### src/verilog/issue_pkg.sv
package issue_pkg;

    //////////////////////////////////////////////////
    // Sizing

    // Instructions in flight at once
    localparam int MAX_INFLIGHT = 8;

    // ID width and FIFO index width
    localparam int ID_W = $clog2(MAX_INFLIGHT);
    // Extra top bit acts as the valid flag
    localparam int INFLIGHT_CNT_W = ID_W + 1;

    // Payload widths
    localparam int REG_W = 5;
    localparam int TAG_W = 16;
    localparam int DATA_W = 32;

    //////////////////////////////////////////////////
    // Types

    typedef logic [ID_W-1:0] instr_id_t;

    // Decoded instruction, also the metadata table entry
    typedef struct packed {
        logic [REG_W-1:0] rd;
        logic [TAG_W-1:0] tag;
    } instr_t;

    // Result from an execution unit
    typedef struct packed {
        instr_id_t id;
        logic [DATA_W-1:0] data;
    } wb_t;

    // Retired instruction with its result
    typedef struct packed {
        logic [REG_W-1:0] rd;
        logic [TAG_W-1:0] tag;
        logic [DATA_W-1:0] data;
    } retire_t;

endpackage
### src/verilog/issue_tracker_top.sv
module issue_tracker_top (
    input  logic                 clk,
    input  logic                 rst,
    // Decode side
    input  logic                 instr_valid,
    input  issue_pkg::instr_t    instr,
    output logic                 instr_accept,
    output logic                 issue_valid,
    output issue_pkg::instr_id_t issue_id,
    output issue_pkg::instr_t    issue_instr,
    // Writeback side
    input  logic                 wb_valid,
    input  issue_pkg::wb_t       wb,
    // Retire side
    output logic                 retire_valid,
    output issue_pkg::retire_t   retire
);
    import issue_pkg::*;

    //////////////////////////////////////////////////
    // Internal wires

    logic id_available;
    logic empty;
    logic issued;
    logic retired;
    logic oldest_done;
    instr_id_t oldest_id;
    instr_id_t next_id;
    instr_t meta;
    logic [DATA_W-1:0] result;

    // Issue goes out in the same cycle
    assign instr_accept = id_available;
    assign issue_valid = issued;
    assign issue_id = next_id;
    assign issue_instr = instr;

    //////////////////////////////////////////////////
    // Control

    retire_control i_retire_control (
        .clk          (clk),
        .rst          (rst),
        .instr_valid  (instr_valid),
        .id_available (id_available),
        .empty        (empty),
        .oldest_done  (oldest_done),
        .meta         (meta),
        .result       (result),
        .issued       (issued),
        .retired      (retired),
        .retire_valid (retire_valid),
        .retire       (retire)
    );

    //////////////////////////////////////////////////
    // Datapath

    // Free and in-use ID lists
    id_tracking i_id_tracking (
        .clk          (clk),
        .rst          (rst),
        .issued       (issued),
        .retired      (retired),
        .id_available (id_available),
        .oldest_id    (oldest_id),
        .next_id      (next_id),
        .empty        (empty)
    );

    // Done flags per ID
    completion_tracker i_completion_tracker (
        .clk         (clk),
        .rst         (rst),
        .issued      (issued),
        .issue_id    (next_id),
        .wb_valid    (wb_valid),
        .wb_id       (wb.id),
        .oldest_id   (oldest_id),
        .oldest_done (oldest_done)
    );

    // Destination and tag, written at issue
    id_table #(
        .entry_t (instr_t)
    ) i_meta_table (
        .clk     (clk),
        .wr_en   (issued),
        .wr_id   (next_id),
        .rd_id   (oldest_id),
        .wr_data (instr),
        .rd_data (meta)
    );

    // Results, written at writeback
    id_table #(
        .entry_t (logic [DATA_W-1:0])
    ) i_result_table (
        .clk     (clk),
        .wr_en   (wb_valid),
        .wr_id   (wb.id),
        .rd_id   (oldest_id),
        .wr_data (wb.data),
        .rd_data (result)
    );

endmodule

### src/verilog/retire_control.sv
module retire_control (
    input  logic                         clk,
    input  logic                         rst,
    input  logic                         instr_valid,
    input  logic                         id_available,
    input  logic                         empty,
    input  logic                         oldest_done,
    input  issue_pkg::instr_t            meta,
    input  logic [issue_pkg::DATA_W-1:0] result,
    output logic                         issued,
    output logic                         retired,
    output logic                         retire_valid,
    output issue_pkg::retire_t           retire
);
    import issue_pkg::*;

    //////////////////////////////////////////////////
    // Issue and retire decisions

    // Issue whenever decode offers and an ID is free
    assign issued = instr_valid & id_available;

    // Retire the oldest once its result is back
    assign retired = ~empty & oldest_done;

    //////////////////////////////////////////////////
    // Retire outputs

    // Retired entry assembled from both table reads
    retire_t retire_next;

    always_comb begin
        retire_next.rd = meta.rd;
        retire_next.tag = meta.tag;
        retire_next.data = result;
    end

    // Strobe one cycle after the retire decision
    always_ff @(posedge clk) begin
        if (rst) begin
            retire_valid <= 1'b0;
        end else begin
            retire_valid <= retired;
        end
    end

    // Payload captured only on a retire
    always_ff @(posedge clk) begin
        if (retired) begin
            retire <= retire_next;
        end
    end

endmodule

### src/verilog/completion_tracker.sv
module completion_tracker (
    input  logic                 clk,
    input  logic                 rst,
    input  logic                 issued,
    input  issue_pkg::instr_id_t issue_id,
    input  logic                 wb_valid,
    input  issue_pkg::instr_id_t wb_id,
    input  issue_pkg::instr_id_t oldest_id,
    output logic                 oldest_done
);
    import issue_pkg::*;

    //////////////////////////////////////////////////
    // Done bits

    // One flag per ID, set once its result is back
    logic [MAX_INFLIGHT-1:0] done;

    // Issue and writeback never share an ID in a cycle
    // Issued IDs come from the free list
    always_ff @(posedge clk) begin
        if (rst) begin
            done <= '0;
        end else begin
            // Fresh instruction not complete yet
            if (issued) begin
                done[issue_id] <= 1'b0;
            end
            // Result has arrived
            if (wb_valid) begin
                done[wb_id] <= 1'b1;
            end
        end
    end

    //////////////////////////////////////////////////
    // Oldest status

    // Stale set bits of retired IDs are harmless
    // Only the oldest in-flight ID is looked at
    assign oldest_done = done[oldest_id];

endmodule

### src/verilog/id_table.sv
module id_table #(
    parameter type entry_t = issue_pkg::instr_t
) (
    input  logic                 clk,
    input  logic                 wr_en,
    input  issue_pkg::instr_id_t wr_id,
    input  issue_pkg::instr_id_t rd_id,
    input  entry_t               wr_data,
    output entry_t               rd_data
);
    import issue_pkg::*;

    //////////////////////////////////////////////////
    // Entry storage

    // One entry per ID
    entry_t entries [MAX_INFLIGHT];

    //////////////////////////////////////////////////
    // Write port

    // Written on issue or on writeback,
    // depending on the instance
    always_ff @(posedge clk) begin
        if (wr_en) begin
            entries[wr_id] <= wr_data;
        end
    end

    //////////////////////////////////////////////////
    // Read port

    // Asynchronous read at the requested ID
    // Retire logic reads the oldest entry here
    assign rd_data = entries[rd_id];

endmodule

### src/verilog/id_tracking.sv
module id_tracking (
    input  logic                 clk,
    input  logic                 rst,
    input  logic                 issued,
    input  logic                 retired,
    output logic                 id_available,
    output issue_pkg::instr_id_t oldest_id,
    output issue_pkg::instr_id_t next_id,
    output logic                 empty
);
    import issue_pkg::*;

    //////////////////////////////////////////////////
    // Storage

    // Index counters, top bit marks valid entries
    logic [INFLIGHT_CNT_W-1:0] in_use_cnt;
    logic [INFLIGHT_CNT_W-1:0] free_cnt;

    // Shift-register FIFOs, newest entry at index 0
    instr_id_t in_use_ids [MAX_INFLIGHT];
    instr_id_t free_ids [MAX_INFLIGHT];

    //////////////////////////////////////////////////
    // Free list contents

    // Every ID starts out free
    initial begin
        for (int i = 0; i < MAX_INFLIGHT; i++) begin
            free_ids[i] = instr_id_t'(i);
        end
    end

    // Retired IDs go back in at the bottom
    always_ff @(posedge clk) begin
        if (retired) begin
            free_ids[0] <= oldest_id;
            for (int i = 1; i < MAX_INFLIGHT; i++) begin
                free_ids[i] <= free_ids[i-1];
            end
        end
    end

    //////////////////////////////////////////////////
    // In-use list contents

    // Issued ID enters at the bottom
    always_ff @(posedge clk) begin
        if (issued) begin
            in_use_ids[0] <= next_id;
            for (int i = 1; i < MAX_INFLIGHT; i++) begin
                in_use_ids[i] <= in_use_ids[i-1];
            end
        end
    end

    //////////////////////////////////////////////////
    // Index counters

    // Empty list sits at 0_111, first push rolls to 1_000
    always_ff @(posedge clk) begin
        if (rst) begin
            in_use_cnt <= {1'b0, {ID_W{1'b1}}};
        end else begin
            in_use_cnt <= in_use_cnt + INFLIGHT_CNT_W'(issued)
                        - INFLIGHT_CNT_W'(retired);
        end
    end

    // Free list starts full at 1_111
    always_ff @(posedge clk) begin
        if (rst) begin
            free_cnt <= '1;
        end else begin
            free_cnt <= free_cnt + INFLIGHT_CNT_W'(retired)
                      - INFLIGHT_CNT_W'(issued);
        end
    end

    // Status from the top counter bits
    assign empty = ~in_use_cnt[INFLIGHT_CNT_W-1];
    assign id_available = free_cnt[INFLIGHT_CNT_W-1];

    // Oldest entry of each FIFO
    assign next_id = free_ids[free_cnt[ID_W-1:0]];
    assign oldest_id = in_use_ids[in_use_cnt[ID_W-1:0]];

endmodule

### config.mk
export PLATFORM = sky130hd
export DESIGN_NAME = issue_tracker_top
export DESIGN_NICKNAME = d
export VERILOG_FILES = /design/src/verilog/issue_pkg.sv /design/src/verilog/issue_tracker_top.sv /design/src/verilog/retire_control.sv /design/src/verilog/completion_tracker.sv /design/src/verilog/id_table.sv /design/src/verilog/id_tracking.sv
export SDC_FILE = /design/constraint.sdc
export NUM_CORES = 1
export LEC_CHECK = 0
export BUFFER_PORTS_ARGS = -buffer_cell sky130_fd_sc_hd__buf_2
export CAP_MARGIN = 20
export CORE_MARGIN = 10
export CORE_UTILIZATION = 62
export CTS_BUF_LIST = sky130_fd_sc_hd__clkbuf_4 sky130_fd_sc_hd__clkbuf_8
export DETAILED_ROUTE_END_ITERATION = 16
export PLACE_DENSITY = 0.88
export SYNTH_ARGS = -nofsm -noshare
export SYNTH_HDL_FRONTEND = slang
export SYNTH_SLANG_ARGS = --single-unit
### constraint.sdc
create_clock -name clk -period 11 [get_ports clk]
set_input_delay 1.65 -clock clk [delete_from_list [all_inputs] [get_ports clk]]
set_output_delay 1.65 -clock clk [all_outputs]
set_load 0.05 [all_outputs]
# == Word level (Yosys, flattened, before mapping) ==
# Memories as Yosys holds them, arrays and structs flattened. A register that Yosys moved wholly into a read port is not among the register bits.
# Cells that the tools add are included.
# W data, S select, Z words.
# word_totals
word_cells,41
mem_bits_rw,472
mem_count,4
output_inout_bits,80
input_bits,60
reg_bits,17
# op_classes
n_reduce_logical,2
bitwise_logic,5
n_mux,17
add_sub_neg,4
magnitude_cmp,5
# mem_list
memory,depth,word_bits,read_ports,rd_clocked_by_memory_dff,write_ports,line,text
i_result_table.entries,8,32,1,1,1,id_table.sv:17,entry_t entries [MAX_INFLIGHT];
i_meta_table.entries,8,21,1,1,1,id_table.sv:17,
i_id_tracking.free_ids,8,3,8,1,8,id_tracking.sv:22,instr_id_t free_ids [MAX_INFLIGHT];
i_id_tracking.in_use_ids,8,3,8,1,8,id_tracking.sv:21,instr_id_t in_use_ids [MAX_INFLIGHT];
# op_table
operator,n
$mux W8,3
$lt A3 B4 Y1 const B,3
$mux W1,9
$add A4 B1 Y4,2
$and A8 B8 Y8,1
$not A8 Y8,1
$or A8 B8 Y8,1
$sub A4 B1 Y4,2
$demux W1 S3,2
$ge A3 B1 Y1 const B,2
$mux W3,2
$bmux W1 S3,1
$and A1 B1 Y1,2
$logic_and A1 B1 Y1,2

# == Depth between registers and ports, before layout ==
# logic_depth
word_depth,10
ltp_mapped,15
depth_no_buf,13

# == Hierarchy ==
# Synthesis repeated with hierarchy kept, for this count alone.
# hier_totals
cells_unflattened,894
hier_area_um2,20868.8
# by_module_without_submodules
module,area_each_um2,cells_each,seq_area_each_um2,n_inst
id_table (i_result_table),9825.7,383,7687.4,1
id_table (i_meta_table),6518.8,256,5044.8,1
id_tracking,2331.0,132,1601.5,1
retire_control,1636.6,57,1611.5,1
completion_tracker,399.1,45,160.2,1
issue_tracker_top,157.7,21,0.0,1

# == Least setup slack after synthesis ==
# No wires, ideal clock.
# synth_path
path_type,register to register
from,reg i_id_tracking.in_use_cnt[1]
to,reg i_id_tracking.in_use_cnt[2]
path_slack_ps,2115
synth_period_minus_slack_ps,8885
path_stages_with_launch,15
n_path_buf,2
t_required_ps,10883
setup_time_ps,117
t_arrival_ps,8768
cell_sequence,dfxtp_1 -> buf_4 -> mux4_2 -> mux2i_1 -> buf_2 -> nor2_1 -> a32o_1 -> nor3_1 -> ha_1 -> inv_1 -> ha_1 -> inv_1 -> fa_1 -> xor2_1 -> nand2b_1
# synth_via
elab_chain_cells,2
# synth_rtl
element,line,text
"start, declared",id_tracking.sv:17,logic [INFLIGHT_CNT_W-1:0] in_use_cnt;
"start signal, assigned",id_tracking.sv:63,"in_use_cnt <= {1'b0, {ID_W{1'b1}}};"
"start signal, assigned",id_tracking.sv:65,in_use_cnt <= in_use_cnt + INFLIGHT_CNT_W'(issued)
$add A4 B1 Y4,id_tracking.sv:65,
$sub A4 B1 Y4,id_tracking.sv:66,- INFLIGHT_CNT_W'(retired);
# No other way between the ends.
# A chain may end at the register's enable or synchronous reset.

# == Worst setup path after layout ==
# layout_path
from,in instr_valid
to,out issue_valid
# layout_via
elab_chain_cells,1
# layout_rtl
element,line,text
"start, declared",issue_tracker_top.sv:5,"input logic instr_valid,"
$and A1 B1 Y1,retire_control.sv:21,assign issued = instr_valid & id_available;
"end, declared",issue_tracker_top.sv:8,"output logic issue_valid,"
# No other way between the ends.

==> qor.yml <==
yosys:
  synth_fp_nets: 1185
  synthFlopType: "edfxtp_1"
  synth-seq-cells: 542
  synth-edff-count: 525
  synth_common_cells: "edfxtp_1 (525), a211oi_1 (106), mux2_2 (73)"
  ys_warn_count: 0
  synth_top_area_share_pct: 76.1
  netlist_instances: 1115
  synthesis.area_sq_um: 20700
  ys_seq_area_share_pct: 77.7
  async_flop_share_pct: 0
  synth_cell_types: 38
  synth_area_leaders: "edfxtp_1 (76%), mux2_2 (4.0%), a211oi_1 (3.8%)"
  yosysMostFrequentCell: "edfxtp_1"
  syn_area_per_cell_sq_um: 18.6
  yosys.area.top_type: "edfxtp_1"
finish:
  synthToLayoutAreaGrowth_pct: 12.5
  finalInstanceArea_sq_um: 23300
  final_nets: 1356
  fillCellCount: 1898
  layout-drive-gt1-share_pct: 29.2
  final_core_util_pct: 71.1
pwr:
  p_sw_mw: 2.25
  power.internal_mw: 4.23
  power_density_nw_per_um2: 278
  p_clk_share_pct: 23.5
  seqPwrFrac_pct: 42.8
  sw_frac_of_total_pct: 34.7
  leakagePower_nw: 7.92
  combPwrFrac_pct: 33.7
  ir_drop_v: 0.000255
timing:
  finalCritPeriodShare_pct: 42.2
  slew_violations: 0
  hold_ws_ns: 0.450
  slew_headroom_pct: 30.0
  tightest_slew_ns: 1.05
  rsz0062_at_grt: "false"
  period_needed_ns: 4.65
  fmax_mhz: 215
  setup_viol: 0
  finClkSkew_ns: 0.0213
  fin_tns_setup_ns: 0
  hold_violations: 0
floorplan:
  die_y_um: 203
  die_w_um: 203
  core-area_sq_um: 32800
  pin_count: 140
  start_util_pct: 63.2
  die_area_sq_um: 41100
  placementRows: 66
worst_setup_path:
  r2r-end: "i_id_tracking.in_use_cnt[2]"
  cp-start-kind: "input port"
  arrival_ns: 3.00
  setup.worst_path.start: "instr_valid"
  cp.required_ns: 9.35
  end_kind: "output pin"
  reg2reg_depth: 14
  crit_path_end: "issue_valid"
  rrSetupSlack_ns: 6.36
  crit_fanout: 28
  critPathKind: "input port to output pin"
  reg2reg_from: "i_id_tracking.in_use_cnt[1]"
global_route:
  grt_pass1_vias: 11200
  grt_first_pass_wirelength_mm: 63.9
  track_usage_pct: 20.0
  grt_max_degree: 139
  gr-total-overflow: 0
  grt_antenna_before_repair: 4
route:
  vias: 10800
  via_per_inst: 6.02
  drt_iter0_markers: 992
  wl_per_cell_um: 23.3
  ant_nets: 0
  firstDrtPassIters: 7
  wl_mm: 41.7
  drc: 0
clocking:
  cts-buffers-inserted: 81
  postCtsResizedCells: 0
  clockBufferDepth: 3
  clkTransAtPathRegs_ns: 0.06
  clkSinkCount: 542
  cts-root-buf: "clkbuf_8"
  post_cts_buffers: 0
  ctsHoldBuffers: 0
  cts_tree: "built"
  cts.htree.levels: 3
  clock_latency_ns: 0.60
placed_design:
  dpl_cell_area_sq_um: 21800
  hpwl_mm: 22.1
  port_buffers: 139
  gp_congestion: 0.782
min_path:
  hold_path_depth: 0
  hold_path_class: "flip-flop to flip-flop"
outcome:
  run_status: "finished, final reports clean"
job:
  cap_violations: 0
[power groups by stage]
stage,logic (mW),clock network [mW],registers [mW]
6_report,2.18,1.52,2.77
5_1_grt,2.33,1.64,2.80
4_1_cts,2.19,1.55,2.78
3_5_place_dp,2.17,0,2.82
2_1_floorplan,1.39,0,3.02
3_3_place_gp,2.12,0,2.80
[metal layers]
layer  up-vias  share of wire [%]  GRT usage, %
li1       4775                  -             -
met1      5407                 40          26.2
met2       477                 50          32.2
met3        96                7.5          3.95
met4         8                2.7          8.53
met5         -               0.10             0
[critical path, stage by stage]
cell and delay [ns]:
buf_2 0.08, nand2_1 0.07, inv_1 0.76, buf_2 0.42
[stage by stage]
stage | instances | worst slack [ns] | power [mW]
after global routing | 1786 | 6.08 | 6.77
after CTS | 1786 | 6.34 | 6.51
after global placement | 1645 | 6.43 | 4.92
after floorplan | 1115 | 2.12 | 4.41
after detailed placement | 1645 | 6.32 | 4.99
final | 1787 | 6.35 | 6.48
[state kept, by name, indices dropped and copies added, names as in the netlist]
signal,cells
i_result_table.entries,256
i_meta_table.entries,168
i_retire_control.retire,53
i_id_tracking.free_ids,24
i_id_tracking.in_use_ids,24
i_completion_tracker.done,8
i_id_tracking.free_cnt,4
i_id_tracking.in_use_cnt,4
i_retire_control.retire_valid,1
[area by class of cell]
| cell class | count | area, sq um | area share [%] |
|---|---|---|---|
| clock inverter | 24 | 101 | 0.435 |
| clock buffer | 117 | 1410 | 6.05 |
| sequential | 542 | 16100 | 69.1 |
| antenna | 1 | 2.50 | 0.0107 |
| tap | 442 | 553 | 2.37 |
| multi-input combinational | 477 | 4170 | 17.9 |
| timing repair buffer | 163 | 876 | 3.76 |
| inverter | 21 | 86.3 | 0.370 |
[cells in the final DEF (no fill, tap or decap), types with 3 or more instances in the layout]
master,Yosys,routed
o21ai_0,8,8
nand2_2,0,3
inv_1,18,18
buf_4,26,24
a211oi_1,106,106
nand2_1,11,8
nor2b_1,3,3
mux2_1,37,37
nand3_1,4,4
o22ai_1,53,53
clkinv_2,0,3
or2_2,3,3
nor2_1,13,4
clkinv_1,0,19
nor2_2,0,8
mux4_2,12,12
clkbuf_8,0,85
a21oi_1,10,10
and2_0,3,3
xor2_1,4,4
dfxtp_1,17,17
and2_1,51,51
edfxtp_1,525,525
mux2i_1,55,54
clkbuf_4,0,32
mux2_2,73,73
buf_2,20,139
nand2b_1,8,8
mux2i_4,2,3
ha_1,8,8
[worst min path at each step]
stage                                   start                              to
6_report         i_id_tracking.free_ids[4][2]    i_id_tracking.free_ids[5][2]
3_5_place_dp   i_id_tracking.in_use_ids[5][1]  i_id_tracking.in_use_ids[6][1]
2_1_floorplan    i_id_tracking.free_ids[2][0]    i_id_tracking.free_ids[3][0]
5_1_grt          i_id_tracking.free_ids[2][2]    i_id_tracking.free_ids[3][2]
3_3_place_gp     i_id_tracking.free_ids[2][0]    i_id_tracking.free_ids[3][0]
4_1_cts        i_id_tracking.in_use_ids[5][2]  i_id_tracking.in_use_ids[6][2]
[logic make-up (layout without fill, tap and decap cells)]
| family | count (synthesis) | count (layout) | synth area share [%] |
|---|---|---|---|
| compound gates | 182 | 182 | 6.10 |
| fa+ha+maj | 10 | 10 | 0.676 |
| mux | 179 | 179 | 10.2 |
| buf+inv | 96 | 325 | 2.40 |
| xor+xnor | 6 | 6 | 0.254 |
| flops | 542 | 542 | 77.7 |
| other cells | 0 | 1 | 0 |
| simple gates | 100 | 100 | 2.70 |
(Power assumes the default switching activity.)
